`config.mk`:
```
export PLATFORM = sky130hd
export DESIGN_NAME = writeback_stage
export DESIGN_NICKNAME = d
export VERILOG_FILES = /design/src/hdl/core_pkg.sv /design/src/hdl/writeback_stage.sv
export SDC_FILE = /design/constraint.sdc
export NUM_CORES = 1
export LEC_CHECK = 0
export ABC_AREA = 0
export BUFFER_PORTS_ARGS = -buffer_cell sky130_fd_sc_hd__buf_2
export CAP_MARGIN = 20
export CORE_MARGIN = 10
export CORE_UTILIZATION = 35
export CTS_CLUSTER_DIAMETER = 60
export DETAILED_ROUTE_END_ITERATION = 8
export GPL_TIMING_DRIVEN = 0
export PLACE_DENSITY = 0.75
export SETUP_SLACK_MARGIN = 0.15
export SLEW_MARGIN = 0
export SYNTH_ARGS = -nofsm -noshare
export SYNTH_HDL_FRONTEND = slang
export SYNTH_SLANG_ARGS = --single-unit
```
`constraint.sdc`:
```
create_clock -name aclk -period 0.8 [get_ports aclk]
set_clock_uncertainty 0.05 [all_clocks]
set_input_delay 0.2 -clock aclk [delete_from_list [all_inputs] [get_ports aclk]]
set_output_delay 0.2 -clock aclk [all_outputs]
set_load 0.02 [all_outputs]
```
`src/hdl/core_pkg.sv`:
```
package core_pkg;

    typedef logic [31:0] word_t;
    typedef logic [3:0]  reg_idx_t;

    typedef enum logic [3:0] {
        nop    = 4'd0,
        add    = 4'd1,
        sub    = 4'd2,
        and_op = 4'd3,
        or_op  = 4'd4,
        xor_op = 4'd5,
        addi   = 4'd6,
        lui    = 4'd7,
        beq    = 4'd8,
        bne    = 4'd9,
        halt   = 4'd10
    } op_e;

    // one instruction word, msb first
    typedef struct packed {
        logic [3:0]  opcode;
        reg_idx_t    rd;
        reg_idx_t    rj;
        reg_idx_t    rk;
        logic [15:0] imm;
    } instr_t;

    typedef struct packed {
        logic     valid;
        op_e      op;
        reg_idx_t rd;
        logic     we;
        word_t    operand_j;
        word_t    operand_k;
        word_t    imm;
        word_t    pc;
    } uop_t;

    typedef struct packed {
        logic     valid;
        logic     halt;
        logic     we;
        reg_idx_t rd;
        word_t    data;
        word_t    pc;
    } result_t;

    typedef struct packed {
        logic     valid;
        word_t    pc;
        logic     we;
        reg_idx_t rd;
        word_t    data;
    } retire_t;

    typedef struct packed {
        logic  en;
        word_t addr;
        word_t data;
    } imem_wr_t;

    // apb byte addresses
    localparam word_t ctrl_addr    = 32'h0000_0000;
    localparam word_t retired_addr = 32'h0000_0004;
    localparam word_t imem_base    = 32'h0000_0400;
    localparam word_t reg_base     = 32'h0000_0800;

    localparam int reg_count          = 16;
    localparam int imem_depth_default = 256;

endpackage

```
`src/hdl/writeback_stage.sv`:
```
`timescale 1ns/10ps

module writeback_stage (
    input  logic                aclk,
    input  logic                aresetn,
    input  core_pkg::result_t   result,
    output logic                wen,
    output core_pkg::reg_idx_t  waddr,
    output core_pkg::word_t     wdata,
    output logic                halt_retired,
    output core_pkg::retire_t   retire
);
    import core_pkg::*;

    assign wen          = result.valid & result.we;
    assign waddr        = result.rd;
    assign wdata        = result.data;
    assign halt_retired = result.valid & result.halt;

    // trace lags the register write by one cycle
    always_ff @(posedge aclk) begin
        if (!aresetn) begin
            retire.valid <= 1'b0;
        end else begin
            retire.valid <= result.valid;
            retire.pc    <= result.pc;
            retire.we    <= result.we;
            retire.rd    <= result.rd;
            retire.data  <= result.data;
        end
    end

endmodule

```
# Word-level counts from Yosys, hierarchy flattened
# Index checks and enable logic that the tools add are counted.
# totals
regBits,70
out_inout_bits,108
# op_classes
n_bitwise,2
# ops
cell,count
AND 1 bit,2

# Depth between registers and ports, before layout
# logic_depth
depth_word,1
ltp_mapped,1

# Least setup slack after synthesis
# OpenSTA, ideal clock, no wires.
# synth_path
path_type,register to output
from,reg retire[0] in the netlist's numbering
to,out retire[0] in the netlist's numbering
n_path_buf,0
t_required_ns,0.550
t_arrival_ns,0.449
setup_slack_ns,0.101
stages_incl_launch_ff,1
cell_sequence,edfxtp_1
# synth_lines
item,line_no,rtl
start: declaration,writeback_stage.sv:11,output core_pkg::retire_t retire
# No word-level cell between the ends.

# Worst setup path in the final report
# layout_path
from,reg retire[22] in the netlist's numbering
to,out retire[22] in the netlist's numbering
# No word-level cell between the ends.

==> results_dict.tcl <==
set metrics [dict create \
    status "finished with violations" \
    violations "negative hold slack, negative setup slack" \
    drt_iter0_drc 41 \
    die_h_um 102 \
    dp_cells 370 \
    worstPathRequired_ns 0.55 \
    wirelength_mm 8.15 \
    worstPathArrival_ns 0.89 \
    dieArea_um2 10500 \
    finalHoldViolCount 28 \
    setup_violations 72 \
    rsz0062_at_grt "yes" \
    dp_hpwl_mm 5.48 \
    post-route-min-period_ns 1.14 \
    yosysSeqAreaShare 0.879 \
    area_delta_synth_final_pct 103 \
    max_freq_mhz 876 \
    cts-root-buf "clkbuf_8" \
    gp_congestion 0.690 \
    yosys.area.top_type "edfxtp_1" \
    drive_above_1_share 0.780 \
    maxCapViolCount 0 \
    die_w_um 102 \
    clock_path_buffers 2 \
    final_max_slew_viol_count 0 \
    fin_cells 412 \
    syn_nets 182 \
    firstDrtPassIters 4 \
    synth_fa_ha_area_frac 0 \
    cts_tree "yes" \
    cts_buffers 9 \
    synth.area.mux_share 0 \
    worst_pin_slew_ns 0.215 \
    yosysTopAreaCellShare 0.870 \
    pre_cts_ws_ns -0.723 \
    grt_pass1_vias 1981 \
    cpMaxStageDelayCell "edfxtp_1" \
    portBuffers 180 \
    grt_pass1_wl_mm 11.2 \
    fin_nets 400 \
    path_cells "buf_6" \
    path_delay_family "flip-flops" \
    syn-cell-area_um2 2380 \
    gr-usage-all-layers 0.146 \
    synth.area.top_cells "edfxtp_1 (87%), buf_4 (11%), dfxtp_1 (0.84%)" \
    fp-row-count 30 \
    synth_compound_area_frac 0 \
    antenna_found_initial 0 \
    synth_top_family_by_area "buffers and inverters" \
    crit_type "reg -> out" \
    grt_max_degree 37 \
    power_density_nw_per_um2 1960 \
    synth_simple_gate_area_frac 0.00788 \
    yosys_warnings 0 \
    slew_headroom 0.857 \
    min_path_type "in -> reg" \
    io_pins 181 \
    drc 0 \
    start_util 0.354 \
    end_kind "output pin" \
    setup-tns-final_ns -21.41 \
    synth-xor-area-share 0 \
    crit_buf_inv 1 \
    n_fill_cell 432 \
    utilization 0.720 \
    largest-register "retire" \
    vias 1751 \
    yosysUniqueCellTypes 4 \
    start_kind "flip-flop" \
    htree_num_levels 3 \
    setup_ws_ns -0.342 \
    worstPathMaxFanout 1 \
    overflow 0 \
    postPlaceCellArea_um2 3410 \
    synth_seq_cells 70 \
    routedWlPerCell_um 19.8 \
    min_period_over_period 1.43 \
    syn_inst 109 \
    max_stage_delay_ns 0.42 \
    syn_avg_cell_area_um2 21.8 \
    design_area_um2 4840 \
    vdd_drop_max_uv 1370 \
    core_um2 6720 \
    post_drt_via_cell_ratio 4.25 \
    whs_ns -0.00781 \
    ant_nets 0 \
    reg.largest.list "retire: 70 flops" \
    clk_pin_slew_ns 0.07 \
    cts.sinks 70 \
    largest_reg_flops 70 \
    p_leak_uw 0.00217 \
    diodes 0 \
]
[power by group]
part	internal [uW]	switching, uW
registers	4350	120
logic	1150	914
clock network	1740	1220
[metal layers]
layer / global-route usage / wire length (um) / up-vias
met5: 0 / 0 / -
met2: 0.253 / 4290 / 114
li1: - / - / 802
met4: 0.0662 / 90 / 0
met1: 0.137 / 2670 / 826
met3: 0.0845 / 1100 / 9
[cell families (layout without fill, tap and decap cells)]
family                 after synthesis  after routing
buffers and inverters               36            259
DFF                                 70             70
and+or+nand+nor                      3              3
[layout by cell type, fill, tap and decap left out]
cell type	instances
buf_6	160
edfxtp_1	69
buf_2	48
buf_4	25
clkbuf_8	9
buf_8	7
buf_16	3
and2_4	2
bufinv_16	2
clkinv_2	2
clkbuf_1	2
and2_1	1
clkinv_1	1
dfxtp_2	1
[cell usage after synthesis]
| library cell | n |
|---|---|
| and2_1 | 3 |
| buf_4 | 36 |
| edfxtp_1 | 69 |
| dfxtp_1 | 1 |
[stage by stage]
step / power (uW) / hold slack [ns]
2_1_floorplan: 5160 / 0.249
3_3_place_gp: 5790 / 0.327
3_5_place_dp: 5830 / 0.328
4_1_cts: 9380 / -0.0318
5_1_grt: 9880 / -0.0367
6_report: 9490 / -0.00781
[worst paths after layout]
kind / start / end / slack, ns / cells past startpoint
worst min-delay path: result[49] / retire[17] / -0.008 / 1
worst max-delay path: retire[22] / retire[22] / -0.34 / 1
[layout make-up]
type	count	area (um2)	share of cell area
well taps	80	100	0.0207
clock inverters	5	73.8	0.0153
clock buffers	11	131	0.0271
flip-flops and latches	70	2090	0.433
plain buffers	36	405	0.0838
multi-input cells	3	23.8	0.00491
repair buffers	207	2010	0.416
[what timing repair did]
action	in CTS	in global routing
resized for setup	213	61
pin swaps	2	1
buffers inserted	18	7
hold endpoints to repair	51	51
setup endpoints to repair	178	108
cloned	1	0
(Power assumes the default switching activity.)
