<file path="src/hdl/core_pkg.sv">
package core_pkg;

    typedef logic [31:0] word_t;
    typedef logic [3:0]  reg_idx_t;

    typedef enum logic [3:0] {
        nop    = 4'd0,
        add    = 4'd1,
        sub    = 4'd2,
        and_op = 4'd3,
        or_op  = 4'd4,
        xor_op = 4'd5,
        addi   = 4'd6,
        lui    = 4'd7,
        beq    = 4'd8,
        bne    = 4'd9,
        halt   = 4'd10
    } op_e;

    // one instruction word, msb first
    typedef struct packed {
        logic [3:0]  opcode;
        reg_idx_t    rd;
        reg_idx_t    rj;
        reg_idx_t    rk;
        logic [15:0] imm;
    } instr_t;

    typedef struct packed {
        logic     valid;
        op_e      op;
        reg_idx_t rd;
        logic     we;
        word_t    operand_j;
        word_t    operand_k;
        word_t    imm;
        word_t    pc;
    } uop_t;

    typedef struct packed {
        logic     valid;
        logic     halt;
        logic     we;
        reg_idx_t rd;
        word_t    data;
        word_t    pc;
    } result_t;

    typedef struct packed {
        logic     valid;
        word_t    pc;
        logic     we;
        reg_idx_t rd;
        word_t    data;
    } retire_t;

    typedef struct packed {
        logic  en;
        word_t addr;
        word_t data;
    } imem_wr_t;

    // apb byte addresses
    localparam word_t ctrl_addr    = 32'h0000_0000;
    localparam word_t retired_addr = 32'h0000_0004;
    localparam word_t imem_base    = 32'h0000_0400;
    localparam word_t reg_base     = 32'h0000_0800;

    localparam int reg_count          = 16;
    localparam int imem_depth_default = 256;

endpackage

</file>
<file path="src/hdl/register_file.sv">
`timescale 1ns/10ps

module register_file (
    input  logic                aclk,
    input  core_pkg::reg_idx_t  raddr_j,
    input  core_pkg::reg_idx_t  raddr_k,
    input  core_pkg::reg_idx_t  host_raddr,
    input  logic                wen,
    input  core_pkg::reg_idx_t  waddr,
    input  core_pkg::word_t     wdata,
    output core_pkg::word_t     rdata_j,
    output core_pkg::word_t     rdata_k,
    output core_pkg::word_t     host_rdata
);
    import core_pkg::*;

    word_t regs [reg_count];

    // r0 reads zero and a same-cycle write wins
    function automatic word_t read_port(reg_idx_t idx);
        if (idx == '0) begin
            return '0;
        end else if (wen && waddr == idx) begin
            return wdata;
        end
        return regs[idx];
    endfunction

    always_ff @(posedge aclk) begin
        if (wen && waddr != '0) begin
            regs[waddr] <= wdata;
        end
    end

    always_comb begin
        rdata_j    = read_port(raddr_j);
        rdata_k    = read_port(raddr_k);
        host_rdata = read_port(host_raddr);
    end

endmodule

</file>
<file path="config.mk">
export PLATFORM = sky130hd
export DESIGN_NAME = register_file
export DESIGN_NICKNAME = d
export VERILOG_FILES = /design/src/hdl/core_pkg.sv /design/src/hdl/register_file.sv
export SDC_FILE = /design/constraint.sdc
export NUM_CORES = 1
export LEC_CHECK = 0
export BUFFER_PORTS_ARGS = -buffer_cell sky130_fd_sc_hd__buf_2
export CAP_MARGIN = 10
export CORE_MARGIN = 2
export CORE_UTILIZATION = 55
export CTS_CLUSTER_SIZE = 40
export DETAILED_ROUTE_END_ITERATION = 16
export PLACE_DENSITY_LB_ADDON = 0.08
export SLEW_MARGIN = 0
export SYNTH_ARGS = -nofsm -noshare
export SYNTH_HDL_FRONTEND = slang
export SYNTH_SLANG_ARGS = --single-unit
</file>
<file path="constraint.sdc">
create_clock -name aclk -period 7.11 [get_ports aclk]
set_input_delay 1.422 -clock aclk [delete_from_list [all_inputs] [get_ports aclk]]
set_output_delay 1.422 -clock aclk [all_outputs]
set_load 0.03 [all_outputs]
</file>
# Yosys cells after proc, flatten, opt, wreduce, memory -nomap -nowiden
# Memories as Yosys holds them, arrays and structs flattened.
# Cells that the tools add are included.
# Widths: inputs -> output; s select.
[word_totals]
in_bits = 50
ramBits = 512
register_bits = 0
latch_bits = 0
mem_bits_ro = 0
memories = 1
[mem_list]
columns = ["memory", "words", "word_bits", "rd", "rd_ports_with_merged_regs", "write_ports", "line", "rtl"]
rows = [
  ["regs", 16, 32, 3, 0, 1, "register_file.sv:17", "word_t regs [reg_count];"],
]
[classes]
add_sub_neg = 0
muxes = 17
reduce_logical = 8
n_eq_ne = 3
bitwise_logic = 0
order_cmp = 0
n_div = 0
shift = 0
mul = 0
[op_table]
columns = ["operator", "count"]
rows = [
  ["$mux 32", 9],
  ["$eq 4x4->1", 3],
  ["$logic_not 4->1", 3],
  ["$mux 1", 8],
  ["$logic_and 1x1->1", 4],
  ["$reduce_bool 4->1", 1],
]

# Longest topological paths before layout
[logic_depth]
word_depth = 5
mapped_depth = 8
mapped_depth_nobuf = 4

# Worst setup path after synthesis
# Ideal clock, no wire load.
[synth_timing]
path_kind = "input to output"
startpoint = "input port raddr_k[3]"
endpoint = "output port rdata_k[2]"
required_ps = 5688
path_slack_ps = 2490
path_stages = 6
n_path_buf = 2
t_arrival_ps = 3198
cell_sequence = "buf_2 -> clkbuf_1 -> nor2b_1 -> a22o_1 -> nor2_1 -> o31ai_1"
[synth_via]
elab_chain_cells = 5
[synth_rtl]
columns = ["element", "line", "rtl"]
rows = [
  ["from (decl)", "register_file.sv:6", "input core_pkg::reg_idx_t raddr_k,"],
  ["$eq 4x4->1", "register_file.sv:23", "end else if (wen && waddr == idx) begin"],
  ["$logic_and 1x1->1", "register_file.sv:23", ""],
  ["$mux 1", "register_file.sv:23", ""],
  ["$mux 1", "register_file.sv:21", "if (idx == '0) begin"],
  ["$mux 32 *", "register_file.sv:26", "return regs[idx];"],
  ["to (decl)", "register_file.sv:12", "output core_pkg::word_t rdata_k,"],
]
# Every way passes the cells marked *; elsewhere a longest branch is shown, timed or not.

# Final worst setup path
[layout_timing]
startpoint = "input port raddr_k[2]"
endpoint = "output port rdata_k[21]"
# The elaborated chain is that of the path after synthesis.

==> impl_results.md <==
* Status: finished, final reports clean
* Biggest register: regs
* Max FO, Critical Path at 35
* Grt ovf at 0
* Vias per inst at around 7.7
* Synth warn at 0
* Core Rows at between 80 and 90
* Place WS at approximately 1.4 ns
* # DRC at 0
* Hold Worst Slack at 1.19 ns
* Post-layout total power at 7.47 mW
* Tmin final at roughly 5.7 ns
* Diode count at 0
* TritonCTS clock tree: yes
* Core Box Area at 50,300 um2
* Reg clk slew, reported paths at ~0.06 ns
* Pleak at between 10 and 15 nW
* Mapped cell area at ~28,000 um2
* DRT iter0 DRCs at 2,884
* Largest regs: regs (512)
* Ratio of cells with drive above 1 in the final layout at around two fifths
* Initial DRT Pass Iterations at 5
* Hold EP: regs[14][2]
* Worst VDD drop at between 0.0002 and 0.00025 V
* Max Slew Vio Count at 0
* Distinct cell type count after synthesis at 36
* GRT Total Usage at about a third
* Worst hold start: wdata[2]
* RSZ-0062 raised after global routing: no
* GP Congestion at 0.875
* Fmax at 0.176 GHz
* P&R area growth vs syn at 12.0%
* Total setup buffers inserted after CTS at 0
* Number of global-route vias before repair at ~19,000
* Number of flops mapped to enable cells by yosys at 512
* Final worst-path cycle share at roughly four fifths
* Critical Path End Type: output pin
* Die W at 230 um
* Fin nets at ~1,700
* Syn avg cell area at between 15 and 20 um2
* First-pass GRT wire length at roughly 130,000 um
* Synth Register Bits at a little over 500
* Number of port buffers at between 100 and 150
* Final Worst Setup Slack at ~1.4 ns
* Hold buffers post-CTS at 0
* Antenna violations before repair at 2
* Max reg flops at about 500
* Setup crit start kind: primary input
* Ys async rst share at 0%
* Sequential share of the synthesized area at 54.9%
* Class of the most critical setup path: primary input to output pin
* Root buf cell: clkbuf_16
* Clock H-tree levels at 2
* PostCTS Resize Cnt at 0
* Max cap viols at 0
* CP Launch Point: raddr_k[2]
* Min-Delay Path Class: primary input to flip-flop
* Die H at ~230 um
* Hold Path Depth at 1
* Die area at 52,800 um2
* # IOs at around 150
* Vias at ~19,000
* Final hold vios at 0
* Worst path required time at 5.69 ns
* Predominant post-synthesis flop cell: edfxtp_1
* Routed Wire Length at 89,100 um
* DP HPWL at 51,300 um
* Syn Inst Count at 1,554
* Initial core utilization at a little under three fifths
* Power Density at 238 nW/um2
* Post-DRT Antenna Nets at 0
* Placed instance area at 29,600 um2
* Largest net degree at the start of global routing at approximately 120
* Worst Path Arrival at ~4.3 ns
* Filler cells at 3,553
* Max clock buf depth at 3
* CTS sink cnt at just over 500
* Setup TNS Final at 0 ns
* Slew @ Worst Pin at 1.16 ns
* Total CTS buffers at 56
* Design Area, Final at about 31,000 um2
* Slew headroom at roughly 22%
* Setup-failing EPs final at 0
* Wire length per cell at 37.1 um
[through the flow]
stage               instances  util (%)
detailed placement       2298      58.8
global route             2403      62.4
finish                   2403      62.4
CTS                      2403      62.4
global placement         2298      58.8
floorplan                1585         -
[cell usage after synthesis (4+ instances only)]
library cell,number,area [um2]
nor2_1,107,402
o22ai_1,124,776
nor2b_1,6,37.5
a22o_1,124,1090
nand2_1,11,41.3
nor3_1,5,25.0
buf_4,8,60.1
mux4_2,384,8650
clkbuf_1,53,199
or2_2,7,43.8
xnor2_1,10,87.6
edfxtp_1,512,15400
buf_2,81,405
mux2i_1,4,40.0
nand2b_1,14,87.6
o31ai_1,32,240
buf_1,8,30.0
nand3_1,34,170
buf_6,7,78.8
[power by group]
group / total, mW / internal [mW] / switching, mW
Combinational: 1.14 / 0.451 / 0.690
Clock: 2.88 / 1.66 / 1.22
Sequential: 3.45 / 3.40 / 0.0479
Total: 7.47 / 5.51 / 1.96
[metal layers]
layer	GRT usage [%]	wire, um	up-vias
li1	-	-	7116
met1	47.9	32300	9579
met2	52.0	41300	1523
met3	7.64	11100	283
met4	15.5	4320	4
met5	0	27	-
[critical path, cell delays in order]
cell	delay, ns
buf_2	0.82
and2_1	0.79
buf_4	0.40
a22o_1	0.19
nor2_1	0.06
o31ai_1	0.29
buf_2	0.27
[logic make-up after synthesis]
logic type             count (synthesis)  share of synthesized area, %
AND/OR/NAND/NOR                      195                          3.19
flip-flops                           512                          54.9
AO/OA/AOI/OAI                        288                          7.75
buffers and inverters                158                          2.78
XOR/XNOR                              11                         0.344
multiplexers                         389                          31.0
other                                  1                        0.0134
[worst max path at each step]
stage / end / slack [ns] / cells after the start
after floorplan: rdata_k[2] / 2.49 / 6
after global placement: rdata_k[21] / 1.52 / 7
after detailed placement: rdata_k[21] / 1.44 / 7
after CTS: rdata_k[21] / 1.45 / 7
after global routing: rdata_k[21] / 1.29 / 7
final: rdata_k[21] / 1.42 / 7
[cell usage in the layout, fill, tap and decap left out, drive strengths merged, types with 2 or more instances in the layout]
cell / Yosys / routed
nand2b: 14 / 14
nor4: 3 / 3
conb: 1 / 32
nand3b: 2 / 2
nand2: 11 / 11
mux4: 384 / 384
nor3: 6 / 6
clkbuf: 54 / 65
and2: 2 / 2
a32o: 2 / 2
buf: 104 / 198
nor2: 107 / 107
mux2i: 4 / 4
o22ai: 124 / 124
o31ai: 32 / 32
o21ba: 2 / 2
nor2b: 6 / 6
a22o: 124 / 124
or2: 7 / 7
clkinv: 0 / 32
nand3: 34 / 34
edfxtp: 512 / 512
a211o: 2 / 2
bufinv: 0 / 5
clkinvlp: 0 / 3
xnor2: 10 / 10
[layout make-up]
class	count	area, um2	area share, %
Tap cell	672	841	2.68
Multi-Input combinational cell	915	12200	38.7
Clock buffer	64	1470	4.70
Clock inverter	41	332	1.06
Sequential cell	512	15400	49.0
Timing Repair Buffer	199	1210	3.86
Note: power is estimated with default switching activity, not from simulation.
