### src/hdl/core_pkg.sv
package core_pkg;

    typedef logic [31:0] word_t;
    typedef logic [3:0]  reg_idx_t;

    typedef enum logic [3:0] {
        nop    = 4'd0,
        add    = 4'd1,
        sub    = 4'd2,
        and_op = 4'd3,
        or_op  = 4'd4,
        xor_op = 4'd5,
        addi   = 4'd6,
        lui    = 4'd7,
        beq    = 4'd8,
        bne    = 4'd9,
        halt   = 4'd10
    } op_e;

    // one instruction word, msb first
    typedef struct packed {
        logic [3:0]  opcode;
        reg_idx_t    rd;
        reg_idx_t    rj;
        reg_idx_t    rk;
        logic [15:0] imm;
    } instr_t;

    typedef struct packed {
        logic     valid;
        op_e      op;
        reg_idx_t rd;
        logic     we;
        word_t    operand_j;
        word_t    operand_k;
        word_t    imm;
        word_t    pc;
    } uop_t;

    typedef struct packed {
        logic     valid;
        logic     halt;
        logic     we;
        reg_idx_t rd;
        word_t    data;
        word_t    pc;
    } result_t;

    typedef struct packed {
        logic     valid;
        word_t    pc;
        logic     we;
        reg_idx_t rd;
        word_t    data;
    } retire_t;

    typedef struct packed {
        logic  en;
        word_t addr;
        word_t data;
    } imem_wr_t;

    // apb byte addresses
    localparam word_t ctrl_addr    = 32'h0000_0000;
    localparam word_t retired_addr = 32'h0000_0004;
    localparam word_t imem_base    = 32'h0000_0400;
    localparam word_t reg_base     = 32'h0000_0800;

    localparam int reg_count          = 16;
    localparam int imem_depth_default = 256;

endpackage

### src/hdl/decode_stage.sv
`timescale 1ns/10ps

module decode_stage (
    input  logic                aclk,
    input  logic                aresetn,
    input  logic                flush,
    input  logic                if_valid,
    input  core_pkg::word_t     if_pc,
    input  core_pkg::word_t     if_instr,
    input  core_pkg::word_t     rdata_j,
    input  core_pkg::word_t     rdata_k,
    output core_pkg::reg_idx_t  raddr_j,
    output core_pkg::reg_idx_t  raddr_k,
    output logic                stall,
    output core_pkg::uop_t      uop
);
    import core_pkg::*;

    instr_t f;
    op_e    op;
    logic   uses_j;
    logic   uses_k;
    logic   we;
    uop_t   uop_next;

    assign f       = if_instr;
    assign raddr_j = f.rj;
    assign raddr_k = f.rk;

    // unknown opcodes run as nop
    always_comb begin
        if (f.opcode <= halt) begin
            op = op_e'(f.opcode);
        end else begin
            op = nop;
        end
    end

    always_comb begin
        uses_j = 1'b0;
        uses_k = 1'b0;
        we     = 1'b0;
        case (op)
            add, sub, and_op, or_op, xor_op: begin
                uses_j = 1'b1;
                uses_k = 1'b1;
                we     = 1'b1;
            end
            addi: begin
                uses_j = 1'b1;
                we     = 1'b1;
            end
            lui: we = 1'b1;
            beq, bne: begin
                uses_j = 1'b1;
                uses_k = 1'b1;
            end
            default: ;
        endcase
    end

    // result still in execute, wait one cycle for the bypass
    assign stall = if_valid & uop.valid & uop.we
                 & ((uses_j & (f.rj == uop.rd)) | (uses_k & (f.rk == uop.rd)));

    always_comb begin
        uop_next.valid     = if_valid & ~stall & ~flush;
        uop_next.op        = op;
        uop_next.rd        = f.rd;
        uop_next.we        = we;
        uop_next.operand_j = rdata_j;
        uop_next.operand_k = rdata_k;
        uop_next.imm       = (op == lui) ? {f.imm, 16'h0000} : {{16{f.imm[15]}}, f.imm};
        uop_next.pc        = if_pc;
    end

    always_ff @(posedge aclk) begin
        if (!aresetn) begin
            uop.valid <= 1'b0;
        end else begin
            uop <= uop_next;
        end
    end

endmodule

### config.mk
export PLATFORM = sky130hd
export DESIGN_NAME = decode_stage
export DESIGN_NICKNAME = d
export VERILOG_FILES = /design/src/hdl/core_pkg.sv /design/src/hdl/decode_stage.sv
export SDC_FILE = /design/constraint.sdc
export NUM_CORES = 1
export LEC_CHECK = 0
export ABC_AREA = 1
export BUFFER_PORTS_ARGS = -buffer_cell sky130_fd_sc_hd__buf_4
export CAP_MARGIN = 30
export CORE_MARGIN = 2
export CORE_UTILIZATION = 40
export CTS_CLUSTER_SIZE = 14
export DETAILED_ROUTE_END_ITERATION = 8
export GPL_TIMING_DRIVEN = 0
export PLACE_DENSITY = 0.73
export SLEW_MARGIN = 20
export SYNTH_ARGS = -nofsm -noshare
export SYNTH_HDL_FRONTEND = slang
export SYNTH_SLANG_ARGS = --single-unit
### constraint.sdc
create_clock -name aclk -period 3.22 [get_ports aclk]
set_clock_uncertainty 0.15 [all_clocks]
set_input_delay 0.161 -clock aclk [delete_from_list [all_inputs] [get_ports aclk]]
set_output_delay 0.161 -clock aclk [all_outputs]
set_load 0.005 [all_outputs]
== Word-level counts from Yosys, hierarchy flattened ==
Cells that the tools add are included.
Cells by class
  magnitude comparators: 1
  eq/ne operators: 11
  mux-type cells: 5
  bitwise logic cells: 10
  reductions and logical operators: 3
Operator list (count)
  $mux 31: 1
  $eq 4x3->1 const B: 4
  $reduce_or 7->1: 2
  $eq 4x2->1 const B: 2
  $eq 4x4->1: 2
  $eq 4x4->1 const B: 2
  $reduce_or 8->1: 1
  $and 1x1->1: 7
  $eq 4x1->1 const B: 1
  $le 4x4->1 const B: 1
  $mux 4: 1
  $mux 1: 3
  $not 1->1: 2
  $or 1x1->1: 1
Word-level totals
  bits in registers: 138
  bits of input ports: 132
  output and inout bits: 147
  word-level logic and storage cells: 39

== Depth between registers and ports, before layout ==
  depth after elaboration: 11
  gate-level depth with buffers: 8
  mapped depth without buffers: 8

== Worst setup path before layout ==
Ideal clock, no wire load.
  path kind: reg-to-output
  from: reg uop[130] (netlist bit)
  to: out stall
  arrival time: 1.020 ns
  data required time: 2.909 ns
  slack: 1.889 ns
  stages on the path, launching flop included: 8
  buffers on the path: 0
  cells stage by stage: edfxtp_1 > nand2_1 > nand2_1 > nor2_1 > nand2_1 > a21oi_1 > nand2_1 > inv_1
Between the ends
  longest elaborated chain between the ends: 4
  elaborated cells between the ends (all ways): 6
  those cells by class: eq/ne: 2; bitwise: 4
Ends and longest elaborated chain
  start: declaration: line decode_stage.sv:15  | output core_pkg::uop_t uop
  start signal: assignment: line decode_stage.sv:81  | uop <= uop_next;
  $eq 4x4->1: line decode_stage.sv:64  | & ((uses_j & (f.rj == uop.rd)) | (uses_k & (f.rk == uop.rd)));
  $and 1x1->1: line decode_stage.sv:64
  $or 1x1->1 (*): line decode_stage.sv:64
  $and 1x1->1 (*): line decode_stage.sv:64
  end: declaration: line decode_stage.sv:14  | output logic stall,
Every way passes the cells marked *; elsewhere a longest branch is shown, timed or not.

== Worst setup path in the final report ==
Same ends and word-level chain as after synthesis.

==> flow_metrics.tcl <==
set metrics [dict create \
    die_w_um 114 \
    finalCriticalPeriod_ns 2.01 \
    antenna_found_initial 0 \
    drt-vias-per-instance 4.49 \
    die_h_um 114 \
    drt-pass1-iter-count 4 \
    multiInputGateArea_um2 433 \
    setup_viol 0 \
    seq_area_um2 4130 \
    crit_top_cell "nand2_1" \
    synth_area_um2 4810 \
    maxSlewHeadroom_pct 68.7 \
    clk_latency_ns 0.41 \
    largestRegisters "uop x138" \
    slowest_stage "edfxtp_1" \
    critical_path.max_stage_delay_ns 0.45 \
    max-vdd-ir-drop_v 0.000408 \
    finalCritPeriodShare_pct 62.5 \
    grt_setup_unrepaired "false" \
    io_pins 279 \
    yosys.area.top_type "edfxtp_1" \
    crit_chain "nand2_1 -> nand2_1 -> nor2_1 -> nand2_1 -> a21oi_1 -> nand2_1 -> inv_1 -> buf_4" \
    die-area_um2 12900 \
    drt_iter0_markers 296 \
    ys_types 25 \
    top_register "uop" \
    cts.sinks 138 \
    gr-total-overflow 0 \
    min_path_type "input pin to flop" \
    status "complete, no violations" \
    cts_root_buf "clkbuf_16" \
    cts_made_buffers 17 \
    synth_seq_area_share_pct 86.0 \
    p_per_area_nw_per_um2 534 \
    hold_violations 0 \
    grt_pass1_wl_mm 21.9 \
    pre_cts_slack_ns 1.66 \
    wl_per_cell_um 17.8 \
    end_kind "output port" \
    clk_pin_slew_ns 0.06 \
    arrival_ns 1.70 \
    cts_resized 0 \
    drtAntennaViolNets 0 \
    critPathLaunchType "flop" \
    num-fill-cells 691 \
    fmax_mhz 497 \
    diodes 0 \
    holdBufCountCts 123 \
    rows 40 \
    tns_ns 0 \
    slew_violations 0 \
    cts_tree "built" \
    synth-seq-cells 138 \
    synthTopCellsByArea "edfxtp_1 86%, inv_1 2.5%, nand2_1 2.3%, o21ai_2 2.0%, nor2_1 1.5%" \
    netlist_instances 266 \
    final_layout_size_suffix_gt1_share_pct 48.4 \
    vias 3804 \
    core_area_um2 11900 \
    initial_core_util_pct 40.5 \
    hpwl_mm 9.03 \
    numPortBuffers 278 \
    final_area_um2 8930 \
    syn_to_final_growth_pct 85.7 \
    drc_errors 0 \
    finalWirelength_mm 15.0 \
    post_cts_buffers 0 \
    nNetsFinal 819 \
    crit_fanout 4 \
    grt_pass1_vias 4116 \
    htreeDepth 4 \
    p_leak_nw 3.96 \
    ys.warnings.count 0 \
    synth_top_area_share_pct 85.6 \
    syn_nets 398 \
    dpl-instance-area_um2 7110 \
    cp.required_ns 2.91 \
    grt_usage_pct 23.0 \
    drv_cap 0 \
    largest_reg_flops 138 \
    gp_congestion 0.844 \
    setup_ws_ns 1.21 \
    clockBufferDepth 2 \
    avgSynthCellArea_um2 18.1 \
    grt_max_degree 79 \
    tightest_slew_ns 0.469 \
    path_class "flop to output port" \
    hold_ws_ns 0.0454 \
]
[layer usage]
layer  wire length (um)  up-vias  track usage [%]
met2               8450      181             43.7
met5                  0        -                0
met1               5210     1816             23.3
met4                331        0             9.51
li1                   -     1777                -
met3               1050       30             6.75
[per-stage QoR]
step	instances	power, mW	util [%]
CTS	847	4.76	75.3
global route	847	4.92	75.3
detailed placement	692	2.72	60.0
finish	847	4.77	75.3
global placement	691	2.70	59.7
floorplan	266	2.30	-
[critical path, delay by kind of cell (launching register included)]
kind                   cells  cell delay (ns)
AND/OR/NAND/NOR            5             0.48
flip-flops                 1             0.45
AO/OA/AOI/OAI              1             0.21
buffers and inverters      2             0.16
[cell type report]
type,count,area share [%]
Buffer,11,1.08
Clock buffer,19,4.85
Clock inverter,13,1.68
Inverter,37,1.61
Multi-Input combinational cell,80,4.85
Sequential cell,138,46.3
Tap cell,147,2.06
Timing Repair Buffer,402,37.6
[report_power, final]
group / switching (mW) / total (mW) / leakage [nW] / internal, mW
clock network: 0.736 / 1.95 / 0.284 / 1.21
registers: 0.0511 / 2.19 / 1.35 / 2.14
logic: 0.236 / 0.633 / 2.33 / 0.398
[final timing paths]
check | start | end | slack (ns) | depth (start not counted)
max | uop[130]$_DFFE_PP_ | stall | 1.21 | 8
min | aresetn | uop[53]$_DFFE_PP_ | 0.05 | 1
max reg2reg | uop[130]$_DFFE_PP_ | uop[137]$_SDFF_PN0_ | 1.29 | 7
min reg2reg | uop[137]$_SDFF_PN0_ | uop[137]$_SDFF_PN0_ | 0.97 | 4
[layout by cell type, fill, tap and decap left out, drive strengths merged, types with 3 or more instances in the layout]
master	synthesis	routed
nand2	33	33
bufinv	0	3
edfxtp	137	137
nand3	4	4
a21oi	3	3
clkbuf	0	19
inv	37	39
buf	11	290
clkinv	0	7
dlygate4sd3	0	123
nor2	20	20
o21ai	16	16
[cell usage after synthesis]
| cell type | instances |
|---|---|
| nand2_2 | 1 |
| nand2_8 | 1 |
| buf_4 | 8 |
| edfxtp_1 | 137 |
| o211ai_1 | 1 |
| o21ai_0 | 5 |
| dfxtp_1 | 1 |
| buf_12 | 1 |
| nor2_8 | 1 |
| inv_6 | 1 |
| nor2_1 | 19 |
| inv_1 | 32 |
| a21oi_1 | 2 |
| nand3b_1 | 1 |
| a31oi_1 | 1 |
| nand2_1 | 30 |
| nand2_4 | 1 |
| nor3_1 | 1 |
| nand3_2 | 1 |
| a21oi_2 | 1 |
| inv_2 | 4 |
| buf_2 | 1 |
| nand3_1 | 3 |
| buf_6 | 1 |
| o21ai_2 | 11 |
[kinds of logic after synthesis]
group / count (synthesis) / synth area share, %
buf+inv: 48 / 5.00
compound gates: 21 / 3.20
flops: 138 / 86.0
simple gates: 59 / 5.80
(Power assumes the default switching activity.)
