<file path="config.mk">
export PLATFORM = sky130hd
export DESIGN_NAME = execute_stage
export DESIGN_NICKNAME = d
export VERILOG_FILES = /design/src/hdl/core_pkg.sv /design/src/hdl/execute_stage.sv
export SDC_FILE = /design/constraint.sdc
export NUM_CORES = 1
export LEC_CHECK = 0
export ABC_AREA = 1
export BUFFER_PORTS_ARGS = -buffer_cell sky130_fd_sc_hd__buf_2
export CELL_PAD_IN_SITES_DETAIL_PLACEMENT = 1
export CELL_PAD_IN_SITES_GLOBAL_PLACEMENT = 1
export CORE_MARGIN = 8
export CORE_UTILIZATION = 39
export DETAILED_ROUTE_END_ITERATION = 16
export GPL_TIMING_DRIVEN = 0
export MAX_ROUTING_LAYER = met4
export PLACE_DENSITY = 0.94
export SETUP_SLACK_MARGIN = 0.3
export SLEW_MARGIN = 25
export SYNTH_ARGS = -nofsm -noshare
export SYNTH_HDL_FRONTEND = slang
export SYNTH_SLANG_ARGS = --single-unit
</file>
<file path="constraint.sdc">
create_clock -name aclk -period 3.8 [get_ports aclk]
set_clock_uncertainty 0.15 [all_clocks]
set_input_delay 0.76 -clock aclk [delete_from_list [all_inputs] [get_ports aclk]]
set_output_delay 0.76 -clock aclk [all_outputs]
set_load 0.03 [all_outputs]
</file>
<file path="src/hdl/core_pkg.sv">
package core_pkg;

    typedef logic [31:0] word_t;
    typedef logic [3:0]  reg_idx_t;

    typedef enum logic [3:0] {
        nop    = 4'd0,
        add    = 4'd1,
        sub    = 4'd2,
        and_op = 4'd3,
        or_op  = 4'd4,
        xor_op = 4'd5,
        addi   = 4'd6,
        lui    = 4'd7,
        beq    = 4'd8,
        bne    = 4'd9,
        halt   = 4'd10
    } op_e;

    // one instruction word, msb first
    typedef struct packed {
        logic [3:0]  opcode;
        reg_idx_t    rd;
        reg_idx_t    rj;
        reg_idx_t    rk;
        logic [15:0] imm;
    } instr_t;

    typedef struct packed {
        logic     valid;
        op_e      op;
        reg_idx_t rd;
        logic     we;
        word_t    operand_j;
        word_t    operand_k;
        word_t    imm;
        word_t    pc;
    } uop_t;

    typedef struct packed {
        logic     valid;
        logic     halt;
        logic     we;
        reg_idx_t rd;
        word_t    data;
        word_t    pc;
    } result_t;

    typedef struct packed {
        logic     valid;
        word_t    pc;
        logic     we;
        reg_idx_t rd;
        word_t    data;
    } retire_t;

    typedef struct packed {
        logic  en;
        word_t addr;
        word_t data;
    } imem_wr_t;

    // apb byte addresses
    localparam word_t ctrl_addr    = 32'h0000_0000;
    localparam word_t retired_addr = 32'h0000_0004;
    localparam word_t imem_base    = 32'h0000_0400;
    localparam word_t reg_base     = 32'h0000_0800;

    localparam int reg_count          = 16;
    localparam int imem_depth_default = 256;

endpackage

</file>
<file path="src/hdl/execute_stage.sv">
`timescale 1ns/10ps

module execute_stage (
    input  logic                aclk,
    input  logic                aresetn,
    input  logic                flush,
    input  core_pkg::uop_t      uop,
    output core_pkg::result_t   result,
    output logic                redirect_en,
    output core_pkg::word_t     redirect_pc
);
    import core_pkg::*;

    word_t alu;
    logic  equal;

    assign equal = (uop.operand_j == uop.operand_k);

    always_comb begin
        case (uop.op)
            add:     alu = uop.operand_j + uop.operand_k;
            sub:     alu = uop.operand_j - uop.operand_k;
            and_op:  alu = uop.operand_j & uop.operand_k;
            or_op:   alu = uop.operand_j | uop.operand_k;
            xor_op:  alu = uop.operand_j ^ uop.operand_k;
            addi:    alu = uop.operand_j + uop.imm;
            lui:     alu = uop.imm;
            default: alu = '0;
        endcase
    end

    // branch target is relative to the next word
    assign redirect_en = uop.valid
                       & (((uop.op == beq) & equal) | ((uop.op == bne) & ~equal));
    assign redirect_pc = uop.pc + 32'd1 + uop.imm;

    always_ff @(posedge aclk) begin
        if (!aresetn) begin
            result.valid <= 1'b0;
        end else begin
            result.valid <= uop.valid & ~flush;
            result.halt  <= (uop.op == halt);
            result.we    <= uop.we;
            result.rd    <= uop.rd;
            result.data  <= alu;
            result.pc    <= uop.pc;
        end
    end

endmodule

</file>
== Word level (Yosys, flattened, before mapping) ==
Cells that the tools add are included.

* Register bits after elaboration: 71
* Latch bits: 0
* Memory bits (writable): 0
* Bits in read-only memories: 0
* Output and inout port bits: 104
* Logic and storage cells: 33
* Memories: 0

* Add/sub/neg operators: 5
* Multipliers: 0
* Divide/modulo/power cells: 0
* $lt $le $gt $ge: 0
* Eq/ne operators: 11
* Shift-type cells: 0
* Multiplexer cells: 1
* Bitwise gates (word level): 10
* Reduce and logical (&&, ||, !) cells: 0

{| class="wikitable"
|+ Operators with widths
! kind !! number
|-
| 32-bit case mux with 7 select lines || 1
|-
| 32-bit adder || 3
|-
| 32-bit by 1-bit adder with 32-bit output (second input constant) || 1
|-
| 32-bit bitwise AND || 1
|-
| 32-bit == test || 1
|-
| 32-bit OR || 1
|-
| 32-bit subtractor || 1
|-
| 32-bit bitwise XOR || 1
|-
| 4-bit by 3-bit == test with 1-bit output (second input constant) || 4
|-
| 4-bit == test (second input constant) || 3
|-
| 4-bit by 2-bit == test with 1-bit output (second input constant) || 2
|-
| 1-bit bitwise AND || 4
|-
| 4-bit by 1-bit == test with 1-bit output (second input constant) || 1
|-
| 1-bit inverter || 2
|-
| 1-bit OR || 1
|}

== Longest topological paths before layout ==
* Depth in word-level cells: 5
* Gate-level depth with buffers: 20
* Gate-level depth less buffers: 18

== Worst setup path after synthesis ==
Ideal clock, no wire load.

* Kind: input to output
* From: in uop[32] (netlist bit)
* To: out redirect_pc[26]
* Data arrival time: 2538 ps
* Slack: 352 ps
* Stages: 13
* Cell sequence: inv_1 > ha_1 > inv_1 > fa_1 > nand3_1 > nand2_2 > nand2_1 > nand2_1 > nand2_1 > nand2_2 > nand2_1 > nand3_1 > xor2_1

* Longest elaborated chain between the ends: 1

{| class="wikitable"
|+ Ends and longest elaborated chain
! element !! RTL line !! source
|-
| start: declaration || execute_stage.sv:7 || <nowiki>input core_pkg::uop_t uop,</nowiki>
|-
| 32-bit adder || execute_stage.sv:35 || <nowiki>assign redirect_pc = uop.pc + 32'd1 + uop.imm;</nowiki>
|-
| end: declaration || execute_stage.sv:10 || <nowiki>output core_pkg::word_t redirect_pc</nowiki>
|}

No other way between the ends.

== Final worst setup path ==
Ends and elaborated chain as after synthesis.

==> key figures <==
Setup path
  • Worst Path Max Fanout: 4
  • WP data required: 2.89 ns
  • CP peak stage delay: 0.35 ns
  • Critical Path AT: 2.60 ns
  • Worst setup path category: primary input to primary output
  • Crit start category: primary input
  • Slowest-stage cell, CP: fa_2
  • Worst Setup End Kind: primary output
  • CP dominant cell by count: nand2_2
  • Crit-path cells: buf_6 > inv_6 > ha_4 > inv_4 > fa_2 > nand3_2 > nand2_2 > nand2_2 > nand2_2 > nand2_2 > nand2_4 > nand2_1 > nand3_2 > xor2_2 > buf_4

Floorplan
  • Chip Width: 186 um
  • # IOs: 245
  • Core area: 28600 sq um
  • Die area: 34600 sq um
  • Row count: 62
  • Die Y-Extent: 186 um
  • Starting density of the core: 39.4%

Run status
  • Status: finished clean

Cells and area
  • Fill cells: 3888
  • Layout area overhead: 27.7%
  • Top reg by flops: result
  • Commonest non-fill, non-tap cell in the layout: nand2_1
  • Most frequent cells in the layout: 499 x nand2_1, 341 x inv_1, 244 x buf_2
  • # nets final: 2389
  • Share of layout cells above drive strength 1: 23.9%
  • Largest regs: result: 71 flops
  • Max FFs per register: 71

Routing
  • Routed len/inst: 22.7 um
  • Post-DRT Antenna Nets: 0
  • Drt initial violations: 954
  • Vias per cell: 5.56
  • Via count: 13700
  • # DRC: 0
  • First-pass DRT Iterations: 5
  • Routed wire length: 56.1 mm

Global routing
  • Pin count of the biggest net entering global routing: 47
  • Gr busiest metal: met2
  • First-pass GRT wire length: 81.3 mm
  • Vias in the first global route: 14300
  • Total gr overflow: 0
  • GRT Total Usage: 31.9%
  • Initial antenna violation count: 1
  • Grt met1 use: 37.8%
  • Met2 GRT Util: 55.2%
  • M3 GR Usage: 3.67%

Yosys
  • Async set-reset flop share out of synthesis: 0%
  • Cells after Synth: 1802
  • Number of synthesized flops with an enable pin: 70
  • Mapped Avg Cell Area: 6.26 sq um
  • Flops & latches, synth: 71
  • Distinct cells, synth: 47
  • Sequential fraction of the synthesis area: 18.8%
  • Syn nets: 2110
  • Mapped Area: 11300 sq um
  • Synthesis Warnings: 0
  • Most used DFF post-synth: edfxtp_1

Min path
  • Min-delay worst type: primary input to register

Power
  • Internal Pwr Total: 0.00217 W
  • Max VDD drop: 0.210 mV
  • Clock Power Share: 22.4%
  • Logic pwr share: 54.4%
  • Sequential power share: 23.2%
  • Switch Pwr: 0.00200 W
  • Power Dens Cells: 289 nW/um^2
  • Leakage: 7.65 nW
  • Sw Ratio: 47.9%

STA
  • Tcrit/Tclk final: 92.3%
  • Slew headroom: 39.8%
  • Final Hold Viols: 0
  • Pins Over Slew Limit: 0
  • Tmin final: 3.51 ns
  • Final setup viols: 0
  • Setup TNS Final: 0 ns
  • Maximum clock frequency: 0.285 GHz
  • Tightest hold margin: 0.386 ns
  • Unrepaired setup endpoints after global routing: yes
  • Worst-Margin Slew: 0.902 ns

Clocking
  • CTS tree: done
  • H-tree depth: 3
  • CTS root buf: clkbuf_16
  • CTS Sinks: 71
  • Maximum clock insertion buffer count: 2
  • Clock slew at reported path FFs: 0.07 ns
  • Number of clock buffers inserted by TritonCTS: 9

Place
  • Final GP Congestion: 0.973
  • Detailed placement HPWL: 46.1 mm
  • IO Port Bufs: 244

Job
  • Maxcap violations: 0
-- cell type report --
cell class,instances,area (sq um),share of cell area [%]
Multi-Input combinational cell,1352,8540,59.3
Inverter,355,1340,9.31
Clock buffer,10,229,1.59
Clock inverter,6,61.3,0.426
Sequential cell,71,2120,14.7
Buffer,24,148,1.03
Antenna cell,1,2.50,0.0174
Timing Repair Buffer,268,1480,10.3
Tap cell,384,480,3.34
-- per-layer routing --
| metal | part of all wire, % | routed length (um) | up-vias |
|---|---|---|---|
| met2 | 48 | 26700 | 559 |
| li1 | - | - | 6382 |
| met1 | 42 | 23300 | 6654 |
| met4 | 4.3 | 2430 | 0 |
| met5 | 0 | 0 | - |
| met3 | 6.5 | 3670 | 143 |
-- worst max-delay path: cells and delay by family --
kind | cells | cell delay [ns]
and+or+nand+nor | 8 | 0.77
adders and majority gates | 2 | 0.51
buffers and inverters | 4 | 0.39
xor gates and xnor gates | 1 | 0.17
-- cells by family after synthesis --
kind of cell               after synthesis  synth area share, %
buffers and inverters                  379                 12.9
AOI/OAI and AO/OA                      266                 14.0
adders and majority gates              167                 18.7
DFF                                     71                 18.8
and+or+nand+nor                        891                 33.4
xor gates and xnor gates                28                 2.17
-- final timing paths --
path	startpoint	endpoint	slack [ns]	cells after the start
setup / recovery	uop[32]	redirect_pc[26]	0.29	15
hold / removal	flush	result[70]$_SDFF_PN0_	0.39	2
-- stage by stage --
step                      utilization (%)  instances  worst slack [ns]  total power [W]  cell area (sq um)
after floorplan                         -       1802             0.352          0.00226              11300
after global placement               45.3       2430            -0.726          0.00291              13000
after detailed placement             45.4       2431            -0.906          0.00298              13000
after CTS                            47.9       2453             0.275          0.00398              13700
after global routing                 50.3       2471             0.211          0.00436              14400
final                                50.3       2471             0.294          0.00417              14400
-- cell usage after synthesis (2+ instances only) --
master / number / area share [%]
o21ai_0: 65 / 2.9
nor4_1: 5 / 0.28
nor3_1: 18 / 0.80
nand4_1: 19 / 1.1
xnor2_1: 4 / 0.31
fa_1: 3 / 0.53
inv_2: 7 / 0.23
nand3_2: 2 / 0.18
buf_2: 13 / 0.58
and3_1: 2 / 0.11
nand3b_1: 11 / 0.73
nor3_2: 3 / 0.27
nand2_1: 522 / 17
and2_1: 4 / 0.22
clkbuf_1: 9 / 0.30
o22ai_1: 27 / 1.5
edfxtp_1: 70 / 19
nand3_1: 135 / 6.0
xor2_1: 24 / 1.9
o21bai_1: 12 / 0.80
o21ai_1: 7 / 0.31
nand2_2: 7 / 0.39
a21oi_2: 2 / 0.16
nor2_1: 142 / 4.7
a21o_1: 5 / 0.33
inv_1: 347 / 12
a21oi_1: 101 / 4.5
or2_2: 8 / 0.44
a221oi_1: 31 / 2.4
o211ai_1: 5 / 0.33
nor2_4: 2 / 0.20
nor2_2: 8 / 0.44
o21ai_2: 5 / 0.39
ha_1: 164 / 18
-- timing repair --
item	CTS	global route
setup buffers	6	17
endpoints found under the setup margin	48	38
cloned	0	0
pin swaps	10	29
gates resized for setup	103	148
hold buffers	0	0
-- power groups by stage --
stage                     logic [W]  registers [W]  clock network, W
after floorplan             0.00112        0.00114                 0
after CTS                   0.00209       0.000968          0.000924
after global routing        0.00243       0.000974          0.000955
after global placement      0.00193       0.000982                 0
final                       0.00227       0.000967          0.000935
after detailed placement    0.00199       0.000984                 0
(Power assumes the default switching activity.)
